**src/rtl/lbm_pkg.sv**
```systemverilog
package lbm_pkg;

	//////////////////////////////
	// Fixed-point format
	//////////////////////////////

	// Signed 2.25, 1.0 is 2^25
	typedef logic signed [26:0] fixed_t;

	localparam int FRAC_BITS = 25;

	localparam fixed_t FX_ONE = fixed_t'(1 << FRAC_BITS);

	// D2Q9 lattice weights
	localparam fixed_t FX_ONE_9TH  = 27'sd3728270;
	localparam fixed_t FX_ONE_36TH = 27'sd932067;

	// One lattice site, rest population first
	typedef struct packed {
		fixed_t n0;
		fixed_t nn;
		fixed_t ns;
		fixed_t ne;
		fixed_t nw;
		fixed_t nne;
		fixed_t nnw;
		fixed_t nse;
		fixed_t nsw;
	} pop_t;

	//////////////////////////////
	// Arithmetic helpers
	//////////////////////////////

	// 2.25 product from the full 54-bit result.
	// Only 27 bits survive the cast, so the value is p[51:25]
	function automatic fixed_t fx_mul(fixed_t a, fixed_t b);
		logic signed [53:0] p;
		p = a * b;
		return fixed_t'({p[53], p[51:FRAC_BITS]});
	endfunction

	// Times 3
	function automatic fixed_t fx_x3(fixed_t a);
		return a + (a <<< 1);
	endfunction

	// Times 4.5
	function automatic fixed_t fx_x4_5(fixed_t a);
		return (a <<< 2) + (a >>> 1);
	endfunction

	// Times 1.5
	function automatic fixed_t fx_x1_5(fixed_t a);
		return a + (a >>> 1);
	endfunction

endpackage
```
**src/rtl/relax_if.sv**
```systemverilog
`timescale 1ns/1ps

interface relax_if;

	logic            valid;
	// Four relaxed populations, order fixed per instance
	lbm_pkg::fixed_t p0;
	lbm_pkg::fixed_t p1;
	lbm_pkg::fixed_t p2;
	lbm_pkg::fixed_t p3;

	modport src (output valid, p0, p1, p2, p3);

	modport dst (input valid, p0, p1, p2, p3);

endinterface

```
**src/rtl/moment_if.sv**
```systemverilog
`timescale 1ns/1ps

interface moment_if;

	logic            valid;
	lbm_pkg::pop_t   pop;
	lbm_pkg::fixed_t rho;
	lbm_pkg::fixed_t ux;
	lbm_pkg::fixed_t uy;
	// Weighted densities
	lbm_pkg::fixed_t w9_rho;
	lbm_pkg::fixed_t w36_rho;
	// Equilibrium terms shared by all directions
	lbm_pkg::fixed_t ux3;
	lbm_pkg::fixed_t uy3;
	lbm_pkg::fixed_t ux2_45;
	lbm_pkg::fixed_t uy2_45;
	lbm_pkg::fixed_t u2_15;
	lbm_pkg::fixed_t u2;
	lbm_pkg::fixed_t uxuy2;
	lbm_pkg::fixed_t omega;

	modport src (output valid, pop, rho, ux, uy, w9_rho, w36_rho, ux3, uy3,
		ux2_45, uy2_45, u2_15, u2, uxuy2, omega);

	modport axis (input valid, pop, w9_rho, ux3, uy3, ux2_45, uy2_45, u2_15, omega);

	modport diag (input valid, pop, w36_rho, ux3, uy3, u2_15, u2, uxuy2, omega);

	modport rest (input valid, rho, ux, uy);

endinterface

```
**src/rtl/lbm_rest_combine.sv**
```systemverilog
`timescale 1ns/1ps

module lbm_rest_combine (
	input  logic            CLOCK_50,
	input  logic            rst_n,
	moment_if.rest          mo,
	relax_if.dst            ax,
	relax_if.dst            dg,
	output lbm_pkg::pop_t   pop_out,
	output lbm_pkg::fixed_t ux,
	output lbm_pkg::fixed_t uy,
	output logic            out_valid
);

	// Moments held one stage to line up with the relaxers
	lbm_pkg::fixed_t rho_d;
	lbm_pkg::fixed_t ux_d;
	lbm_pkg::fixed_t uy_d;
	lbm_pkg::fixed_t moving_sum;

	always_ff @(posedge CLOCK_50) begin
		if (mo.valid) begin
			rho_d <= mo.rho;
			ux_d  <= mo.ux;
			uy_d  <= mo.uy;
		end
	end

	// Rest population takes whatever mass is left, so the sum is exact
	assign moving_sum = ax.p0 + ax.p1 + ax.p2 + ax.p3 + dg.p0 + dg.p1 + dg.p2 + dg.p3;

	//////////////////////////////
	// Stage 3 registers
	//////////////////////////////

	always_ff @(posedge CLOCK_50 or negedge rst_n) begin
		if (!rst_n) begin
			out_valid <= 1'b0;
		end else begin
			out_valid <= ax.valid & dg.valid;
		end
	end

	always_ff @(posedge CLOCK_50) begin
		if (ax.valid) begin
			pop_out.n0  <= rho_d - moving_sum;
			pop_out.nn  <= ax.p0;
			pop_out.ns  <= ax.p1;
			pop_out.ne  <= ax.p2;
			pop_out.nw  <= ax.p3;
			pop_out.nne <= dg.p0;
			pop_out.nnw <= dg.p1;
			pop_out.nse <= dg.p2;
			pop_out.nsw <= dg.p3;
			ux          <= ux_d;
			uy          <= uy_d;
		end
	end

	// Relaxed populations and held moments must be known when a site arrives
	a_relaxed_known: assert property (
		@(posedge CLOCK_50) disable iff (!rst_n)
		ax.valid |-> !$isunknown({ax.p0, ax.p1, ax.p2, ax.p3, dg.p0, dg.p1, dg.p2, dg.p3,
			rho_d, ux_d, uy_d})
	);

endmodule

```
**src/flat_wrapper.sv**
```systemverilog
// flat-port wrapper written by rule: the top's interface ports become plain ports
module lbm_rest_combine_flat 
  (CLOCK_50, rst_n, pop_out, ux, uy, out_valid, mo_valid, mo_rho, mo_ux, mo_uy, ax_valid, ax_p0, ax_p1, ax_p2, ax_p3, dg_valid, dg_p0, dg_p1, dg_p2, dg_p3);
  moment_if mo_i ();
  relax_if ax_i ();
  relax_if dg_i ();
  input  logic CLOCK_50;
  input  logic rst_n;
  output lbm_pkg::pop_t pop_out;
  output lbm_pkg::fixed_t ux;
  output lbm_pkg::fixed_t uy;
  output logic out_valid;
  input wire logic [$bits(mo_i.valid)-1:0] mo_valid;
  input wire logic [$bits(mo_i.rho)-1:0] mo_rho;
  input wire logic [$bits(mo_i.ux)-1:0] mo_ux;
  input wire logic [$bits(mo_i.uy)-1:0] mo_uy;
  input wire logic [$bits(ax_i.valid)-1:0] ax_valid;
  input wire logic [$bits(ax_i.p0)-1:0] ax_p0;
  input wire logic [$bits(ax_i.p1)-1:0] ax_p1;
  input wire logic [$bits(ax_i.p2)-1:0] ax_p2;
  input wire logic [$bits(ax_i.p3)-1:0] ax_p3;
  input wire logic [$bits(dg_i.valid)-1:0] dg_valid;
  input wire logic [$bits(dg_i.p0)-1:0] dg_p0;
  input wire logic [$bits(dg_i.p1)-1:0] dg_p1;
  input wire logic [$bits(dg_i.p2)-1:0] dg_p2;
  input wire logic [$bits(dg_i.p3)-1:0] dg_p3;
  assign mo_i.valid = mo_valid;
  assign mo_i.rho = mo_rho;
  assign mo_i.ux = mo_ux;
  assign mo_i.uy = mo_uy;
  assign ax_i.valid = ax_valid;
  assign ax_i.p0 = ax_p0;
  assign ax_i.p1 = ax_p1;
  assign ax_i.p2 = ax_p2;
  assign ax_i.p3 = ax_p3;
  assign dg_i.valid = dg_valid;
  assign dg_i.p0 = dg_p0;
  assign dg_i.p1 = dg_p1;
  assign dg_i.p2 = dg_p2;
  assign dg_i.p3 = dg_p3;
  lbm_rest_combine u_core (.CLOCK_50(CLOCK_50), .rst_n(rst_n), .mo(mo_i), .ax(ax_i), .dg(dg_i), .pop_out(pop_out), .ux(ux), .uy(uy), .out_valid(out_valid));
endmodule
```
**config.mk**
```make
export PLATFORM = sky130hd
export DESIGN_NAME = lbm_rest_combine_flat
export DESIGN_NICKNAME = d
export VERILOG_FILES = /design/src/rtl/lbm_pkg.sv /design/src/rtl/relax_if.sv /design/src/rtl/moment_if.sv /design/src/rtl/lbm_rest_combine.sv /design/src/flat_wrapper.sv
export SDC_FILE = /design/constraint.sdc
export NUM_CORES = 1
export LEC_CHECK = 0
export ABC_AREA = 1
export BUFFER_PORTS_ARGS = -buffer_cell sky130_fd_sc_hd__buf_2
export CORE_AREA = 4 4 229 231
export CTS_CLUSTER_DIAMETER = 120
export DETAILED_ROUTE_END_ITERATION = 12
export DIE_AREA = 0 0 233 235
export SYNTH_ARGS = -nofsm -noshare
export SYNTH_HDL_FRONTEND = slang
export SYNTH_SLANG_ARGS = --single-unit
```
**constraint.sdc**
```tcl
create_clock -name CLOCK_50 -period 10.3 [get_ports CLOCK_50]
set_clock_uncertainty 0.05 [all_clocks]
set_input_delay 1.03 -clock CLOCK_50 [delete_from_list [all_inputs] [get_ports CLOCK_50]]
set_output_delay 1.03 -clock CLOCK_50 [all_outputs]
set_load 0.05 [all_outputs]
```
==> Word level (Yosys, flattened, before mapping) <==
Cells that the tools add are included.
{ "totals": {"register_bits": 379, "word_cells": 24} }
{ "classes": {"add_sub_neg": 8, "bitwise_logic": 1} }
{ "ops": {"columns": ["op", "count"], "rows": [
  ["adder 27 bit", 7],
  ["subtractor 27 bit", 1],
  ["AND 1 bit", 1]
]} }

==> Longest topological paths before layout <==
Gate-level depths: netlist of run 1.
{ "depth": {"word_depth": 8, "depth_mapped": 19} }

==> Worst setup path after synthesis of run 1 <==
Ideal clock, no wire load.
{ "synth_timing": {"kind": "input to register", "startpoint": "input port dg_p3[3]", "endpoint": "register, netlist name u_core.pop_out[238]", "t_arrival_ns": 4.239, "cell_stages": 16, "path_slack_ns": 5.759, "path_buffers": 0, "cell_sequence": "fa_1 > inv_1 > fa_1 > fa_1 > inv_1 > fa_1 > inv_1 > ha_1 > nand2_1 > nand2_1 > a31oi_2 > o21ai_1 > nand2_1 > nand3_1 > nand2_1 > nand2_1"} }
{ "synth_via": {"elab_chain_cells": 2} }
{ "synth_lines": {"columns": ["item", "line_no", "rtl"], "rows": [
  ["from (decl)", "flat_wrapper.sv:26", "input wire logic [$bits(dg_i.p3)-1:0] dg_p3;"],
  ["adder 27 bit", "lbm_rest_combine.sv:30", "assign moving_sum = ax.p0 + ax.p1 + ax.p2 + ax.p3 + dg.p0 + dg.p1 + dg.p2 + dg.p3;"],
  ["subtractor 27 bit", "lbm_rest_combine.sv:46", "pop_out.n0 <= rho_d - moving_sum;"]
]} }
No other way between the ends.
A chain may end at the register's enable or synchronous reset.

==> Final worst setup path of run 1 <==
{ "layout_timing": {"startpoint": "input port ax_p3[18]", "endpoint": "register, netlist name u_core.pop_out[242]"} }
{ "layout_via": {"elab_chain_cells": 6} }
{ "layout_lines": {"columns": ["item", "line_no", "rtl"], "rows": [
  ["from (decl)", "flat_wrapper.sv:21", "input wire logic [$bits(ax_i.p3)-1:0] ax_p3;"],
  ["adder 27 bit (5 in series)", "lbm_rest_combine.sv:30", null],
  ["subtractor 27 bit", "lbm_rest_combine.sv:46", null]
]} }
No other way between the ends.

==> flow_metrics.env, run 1 <==
export IMPL_cts_path_max_buffers=3
export IMPL_grt_pass1_vias=12252
export IMPL_area_delta_synth_final_pct=29.1
export IMPL_dp_cells=2509
export IMPL_slew_violations=0
export IMPL_required_ns=10.58
export IMPL_tightest_slew_ns=1.03
export IMPL_path_clk_slew_ns=0.06
export IMPL_cp_start_kind="primary input"
export IMPL_rsz0062_at_grt="false"
export IMPL_clkSinkCount=379
export IMPL_worstSetupPathType="primary input to register"
export IMPL_ir_drop_v=0.000174
export IMPL_netlist_area_um2=18100
export IMPL_grt_usage_pct=17.0
export IMPL_multiInputGateArea_um2=5450
export IMPL_clk_latency_ns=0.57
export IMPL_synth_warnings=0
export IMPL_cts_tree="yes"
export IMPL_coreArea_um2=50100
export IMPL_die_area_um2=54800
export IMPL_status="completed"
export IMPL_cts_resized=0
export IMPL_portBuffers=599
export IMPL_setup_tns_final_ns=0
export IMPL_initial_core_util_pct=36.1
export IMPL_cp_cell_sequence="buf_2 > inv_1 > fa_1 > fa_1 > fa_1 > inv_1 > fa_1 > inv_1 > ha_1 > nand2_1 > nor2_1 > nand2_1 > nor2_1 > nand2_1 > inv_1 > nor2_1 > nand3_1 > nand2_1"
export IMPL_layout_drive_gt1_share_pct=35.7
export IMPL_ctsHoldBuffers=0
export IMPL_leakage_uw=0.0108
export IMPL_drt_first_pass_iters=6
export IMPL_fp_dieH_um=235
export IMPL_grt_antenna_before_repair=8
export IMPL_final_fill_count=4528
export IMPL_rows=82
export IMPL_ys_ff_latch=379
export IMPL_seq_area_frac_synth_pct=62.9
export IMPL_ff_latch_area_um2=11400
export IMPL_grt_max_degree=81
export IMPL_wire_per_inst_um=18.2
export IMPL_vias_per_cell=4.33
export IMPL_muxShareOfSynthArea_pct=0
export IMPL_io_pins=600
export IMPL_cpMaxStageDelayCell="fa_1"
export IMPL_max_stage_delay_ns=0.69
export IMPL_num_vias=11217
export IMPL_max_freq_mhz=219
export IMPL_drtAntennaViolNets=0
export IMPL_crit_fanout=4
export IMPL_gp_congestion=0.858
export IMPL_synthAdderAreaFrac_pct=21.8
export IMPL_cp_buffers_inverters=5
export IMPL_final_cells=2590
export IMPL_finalCritPeriodShare_pct=44.3
export IMPL_path_delay_family="adder cells"
export IMPL_post_cts_setup_buffer_count=0
export IMPL_yosys_cell_types_count=33
export IMPL_hp_class="primary input to async pin"
export IMPL_synthXorXnorAreaFrac_pct=1.16
export IMPL_yosys_area_share_simple_pct=5.34
export IMPL_numCtsBuffers=42
export IMPL_cp_arrival_ns=4.85
export IMPL_end_kind="register"
export IMPL_p_per_area_nw_per_um2=318
export IMPL_htreeDepth=2
export IMPL_root_buffer="clkbuf_16"
export IMPL_synth_compound_area_share_pct=1.79
export IMPL_overflow=0
export IMPL_hpwlAfterDp_um=38400
export IMPL_synth_nets=1745
export IMPL_wl_um=47100
export IMPL_slew_headroom_pct=31.1
export IMPL_drc=0
export IMPL_min_period_ns=4.57
export IMPL_synth_top_family_by_area="adder cells"
export IMPL_drt_first_iter_violations=449
export IMPL_syn_avg_cell_area_um2=14.7
export IMPL_grt_pass1_wl_um=70800
export IMPL_cap_violations=0
export IMPL_syn_inst=1234
export IMPL_nNetsFinal=2392
export IMPL_hold_viol_final=0
export IMPL_dieWidth_um=233
export IMPL_setup_viol=0
## Yosys cell counts
cell type	instances	area, µm²
nor2_1	34	128
nand3b_1	2	15.0
a31oi_2	1	12.5
nand2_2	4	25.0
or2_1	1	6.26
o21ai_0	13	65.1
nand4_1	6	37.5
nor3b_2	1	12.5
xnor2_1	7	61.3
o21ai_2	1	8.76
edfxtp_1	378	11400
nor3_1	1	5.00
a21oi_2	1	8.76
nor4_2	1	12.5
fa_1	178	3560
nand3_1	30	150
ha_1	31	388
nor2_2	2	12.5
a21oi_1	35	175
dfrtp_1	1	25.0
o21bai_2	1	11.3
nor4_1	2	12.5
inv_2	2	7.51
o21bai_1	2	15.0
o21ai_1	4	20.0
nand2b_1	2	12.5
nor3_2	1	10.0
xor2_1	17	149
nand3_2	1	10.0
o21a_1	1	7.51
nand2_1	136	510
inv_1	336	1260
or2_2	1	6.26
## layout make-up
cell class / count / area share [%]
diodes: 5 / 0.0535
inverters: 338 / 5.43
clock inverters: 26 / 1.22
well taps: 672 / 3.60
flip-flops and latches: 379 / 48.7
multi-input cells: 517 / 23.3
repair buffers: 603 / 13.0
clock buffers: 50 / 4.67
## flip-flops by register name, indices dropped and copies added, names as in the netlist
name / cells
u_core.out_valid: 1
u_core.ux: 27
u_core.rho_d: 27
u_core.pop_out: 243
u_core.uy: 27
u_core.ux_d: 27
u_core.uy_d: 27
## routing by layer
| layer | vias to the layer above | global-route usage, % | share of wire [%] |
|---|---|---|---|
| li1 | 5245 | - | - |
| met1 | 5443 | 19.9 | 37 |
| met2 | 454 | 29.9 | 51 |
| met3 | 73 | 5.91 | 9.6 |
| met4 | 2 | 4.26 | 2.2 |
| met5 | - | 0 | 0.030 |
## report_power, final
| part | switching (µW) | internal [µW] | total (µW) |
|---|---|---|---|
| clock network | 625 | 866 | 1490 |
| registers | 43.2 | 2040 | 2080 |
| logic | 2610 | 1240 | 3860 |
| total | 3280 | 4140 | 7430 |
## path summary, 6_finish.rpt
path                                        to  slack (ns)       startpoint  depth (start not counted)
max in group asynchronous     u_core.out_valid        9.94            rst_n                          1
min in group CLOCK_50            u_core.uy[12]        0.36  u_core.uy_d[12]                          0
hold / removal                u_core.out_valid        0.18            rst_n                          1
setup / recovery           u_core.pop_out[242]        5.73        ax_p3[18]                         18
setup reg to reg           u_core.pop_out[242]        6.02  u_core.rho_d[8]                         16
hold reg to reg                  u_core.uy[12]        0.36  u_core.uy_d[12]                          0
## cells in the final DEF (no fill, tap or decap), types with 2 or more instances in the layout
master / n
diode_2: 5
fa_1: 178
a21oi_1: 35
nor4_1: 2
nor2_1: 34
clkinv_1: 7
nor2_2: 2
nand2_2: 4
inv_2: 2
clkinv_2: 7
xor2_1: 17
clkbuf_1: 7
clkinvlp_4: 2
o21bai_1: 2
clkbuf_16: 42
bufinv_16: 4
o21ai_1: 4
buf_2: 597
inv_6: 2
o21ai_0: 13
nand4_1: 6
xnor2_1: 7
clkinv_8: 2
nand2_1: 136
nand3b_1: 2
nand2b_1: 2
ha_1: 31
edfxtp_1: 378
inv_1: 336
buf_4: 5
nand3_1: 30
## cells by family (layout without fill, tap and decap cells)
logic type,count (synthesis),after routing
DFF,379,379
AOI/OAI and AO/OA,59,59
adders and majority gates,209,209
and+or+nand+nor,225,225
buffers and inverters,338,1017
other,0,5
xor gates and xnor gates,24,24
## through the flow
step           hold WS (ns)  worst slack [ns]  total power [µW]  instance area [µm²]  utilization, %
2_1_floorplan         0.350              5.76              4890                18100               -
3_3_place_gp          0.350              5.07              6040                22000            43.9
3_5_place_dp          0.355              5.07              6030                22000            43.9
4_1_cts               0.128              5.70              7570                23400            46.6
5_1_grt               0.139              5.51              8090                23400            46.7
6_report              0.176              5.73              7430                23400            46.7
(Power assumes the default switching activity.)
==> inputs of run 2 (changes only) <==
- clock period: 10.3 -> 4.2 ns (I/O delays scaled with it)
==> run 2 against run 1 <==
  * Utilization grew 7.8 points
  * Combinational power rose to 3.6 times the previous value
  * Sequential cell count unchanged
  * Sequential power grew 150%
  * Cell area increased by 17%
  * Global-route usage is 2.4 points higher
  * Power grew to 3.1 times the previous value
  * Critical path depth fell by 2
  * Wire length is 15% higher
  * Cell count increased by 13%
==> flow_metrics.env, run 2 (same netlist as run 1, synthesis figures left out) <==
export IMPL_r2r_end="u_core.pop_out[242]"
export IMPL_initial_core_util_pct=36.1
export IMPL_wire_per_inst_um=18.4
export IMPL_grt_usage_pct=19.4
export IMPL_max_freq_mhz=242
export IMPL_dp_cells=2578
export IMPL_worst_path_stages=16
export IMPL_gp_congestion=0.851
export IMPL_num_vias=12742
export IMPL_rows=82
export IMPL_worst_slack_ns=0.0640
export IMPL_clkSinkCount=379
export IMPL_nNetsFinal=2730
export IMPL_cap_violations=0
export IMPL_coreArea_um2=50100
export IMPL_dieWidth_um=233
export IMPL_root_buffer="clkbuf_16"
export IMPL_status="completed"
export IMPL_hold_viol_final=0
export IMPL_rr_worst_depth=16
export IMPL_cp_cell_sequence="dlygate4sd3_1 > buf_2 > inv_1 > fa_1 > fa_2 > fa_1 > inv_1 > fa_1 > inv_1 > ha_4 > a21oi_1 > o21ai_1 > a21oi_2 > nand3_1 > nand2_1 > nand2_1"
export IMPL_drc=0
export IMPL_grt_pass1_wl_um=81300
export IMPL_crit_path_start="ax_p3[19]"
export IMPL_path_clk_slew_ns=0.07
export IMPL_area_delta_synth_final_pct=50.7
export IMPL_cp_endpoint="u_core.pop_out[240]"
export IMPL_hp_class="primary input to register"
export IMPL_mostFrequentLayoutCells="593 x buf_2, 378 x edfxtp_1, 333 x inv_1"
export IMPL_finalCritPeriodShare_pct=98.5
export IMPL_portBuffers=599
export IMPL_cp_buffers_inverters=5
export IMPL_cts_path_max_buffers=3
export IMPL_largest_register_ffs=243
export IMPL_worstSetupPathType="primary input to register"
export IMPL_setup_tns_final_ns=0
export IMPL_final_cells=2930
export IMPL_die_area_um2=54800
export IMPL_max_stage_delay_ns=0.55
export IMPL_gr_usage_met1_pct=21.3
export IMPL_holdWs_ns=0.0377
export IMPL_numCtsBuffers=42
export IMPL_p_per_area_nw_per_um2=835
export IMPL_grt_max_degree=113
export IMPL_slew_headroom_pct=35.5
export IMPL_cp_start_kind="primary input"
export IMPL_grt_antenna_before_repair=8
export IMPL_end_kind="register"
export IMPL_min_period_ns=4.14
export IMPL_path_delay_family="adder cells"
export IMPL_setup_viol=0
export IMPL_overflow=0
export IMPL_grt_busiest_layer="met2"
export IMPL_drt_first_pass_iters=5
export IMPL_rsz0062_at_grt="true"
export IMPL_vias_per_cell=4.35
export IMPL_layout_drive_gt1_share_pct=38.0
export IMPL_grt_pass1_vias=14430
export IMPL_hpwlAfterDp_um=39200
export IMPL_fp_dieH_um=235
export IMPL_ir_drop_v=0.000561
export IMPL_met3_usage_pct=6.07
export IMPL_clk_latency_ns=0.57
export IMPL_drt_first_iter_violations=486
export IMPL_io_pins=600
export IMPL_grt_use_met2_pct=35.1
export IMPL_r2r_start="u_core.rho_d[16]"
export IMPL_slew_violations=0
export IMPL_final_fill_count=4115
export IMPL_htreeDepth=2
export IMPL_cpMaxStageDelayCell="dlygate4sd3_1"
export IMPL_crit_fanout=4
export IMPL_wl_um=54000
export IMPL_rrSetupSlack_ns=0.16
export IMPL_drtAntennaViolNets=0
export IMPL_cp_arrival_ns=4.42
export IMPL_dp_slack_ns=-0.271
export IMPL_leakage_uw=0.0124
export IMPL_final_core_util_pct=54.5
export IMPL_cts_tree="yes"
export IMPL_tightest_slew_ns=0.968
export IMPL_final_common_cell="buf_2"
export IMPL_regMostFlops="u_core.pop_out"
export IMPL_required_ns=4.48
-- run 2: cell types whose count changed in the layout (fill, tap and decap cells not counted), moves of 11 or more --
cell | before | now
ha_1 | 31 | 8
ha_4 | 0 | 19
a21oi_1 | 35 | 13
nand2_1 | 136 | 112
dlygate4sd3_1 | 0 | 265
nor2_1 | 34 | 23
nand2_2 | 4 | 24
a21oi_2 | 1 | 20
buf_4 | 5 | 77
-- run 2: routing by layer --
metal / vias to the layer above / part of all wire [%]
met5: - / 0
met4: 0 / 3.5
met3: 102 / 8.8
met2: 467 / 52
met1: 6234 / 35
li1: 5939 / -
-- run 2: repair_timing --
| item | in CTS | in global routing |
|---|---|---|
| gates resized for setup | 2 | 134 |
| hold buffers | 267 | 0 |
| buffers inserted | 0 | 6 |
| endpoints found under the hold margin | 267 | 0 |
| endpoints found under the setup margin | 3 | 21 |
| pin swaps | 0 | 44 |
-- run 2: worst min-delay path by stage --
stage                     depth (start not counted)  slack, ns     start             endpoint
after floorplan                                   0       0.07     rst_n     u_core.out_valid
after global placement                            1       0.14     rst_n     u_core.out_valid
after detailed placement                          1       0.15     rst_n     u_core.out_valid
after CTS                                         1      0.003  dg_p1[8]   u_core.pop_out[62]
after global routing                              1       0.01  dg_p1[3]   u_core.pop_out[57]
final                                             1       0.04  ax_p0[8]  u_core.pop_out[197]
-- run 2: layout make-up --
class	instances	area (µm²)	area share [%]
antenna	7	17.5	0.0642
clock inverter	27	325	1.19
timing repair buffer	941	6300	23.1
multi-input combinational	517	6060	22.2
tap	672	841	3.08
clock buffer	49	1080	3.95
inverter	338	1270	4.65
sequential	379	11400	41.7
-- run 2: power breakdown --
group / switching (µW) / internal [µW]
sequential: 117 / 4990
combinational: 8010 / 5860
clock: 1610 / 2180
-- run 2: worst reg2reg max path, delay by kind of cell (launching register included) --
family | cells | cell delay [ns]
simple gates | 8 | 0.70
buf+inv | 3 | 0.19
flops | 1 | 0.44
fa+ha+maj | 5 | 2.44
-- run 2: metrics by stage --
| stage | total power (µW) | area [µm²] |
|---|---|---|
| 3_3_place_gp | 16300 | 22500 |
| 2_1_floorplan | 12000 | 18100 |
| 6_report | 22800 | 27300 |
| 5_1_grt | 24500 | 27300 |
| 3_5_place_dp | 16300 | 22500 |
| 4_1_cts | 20500 | 26600 |
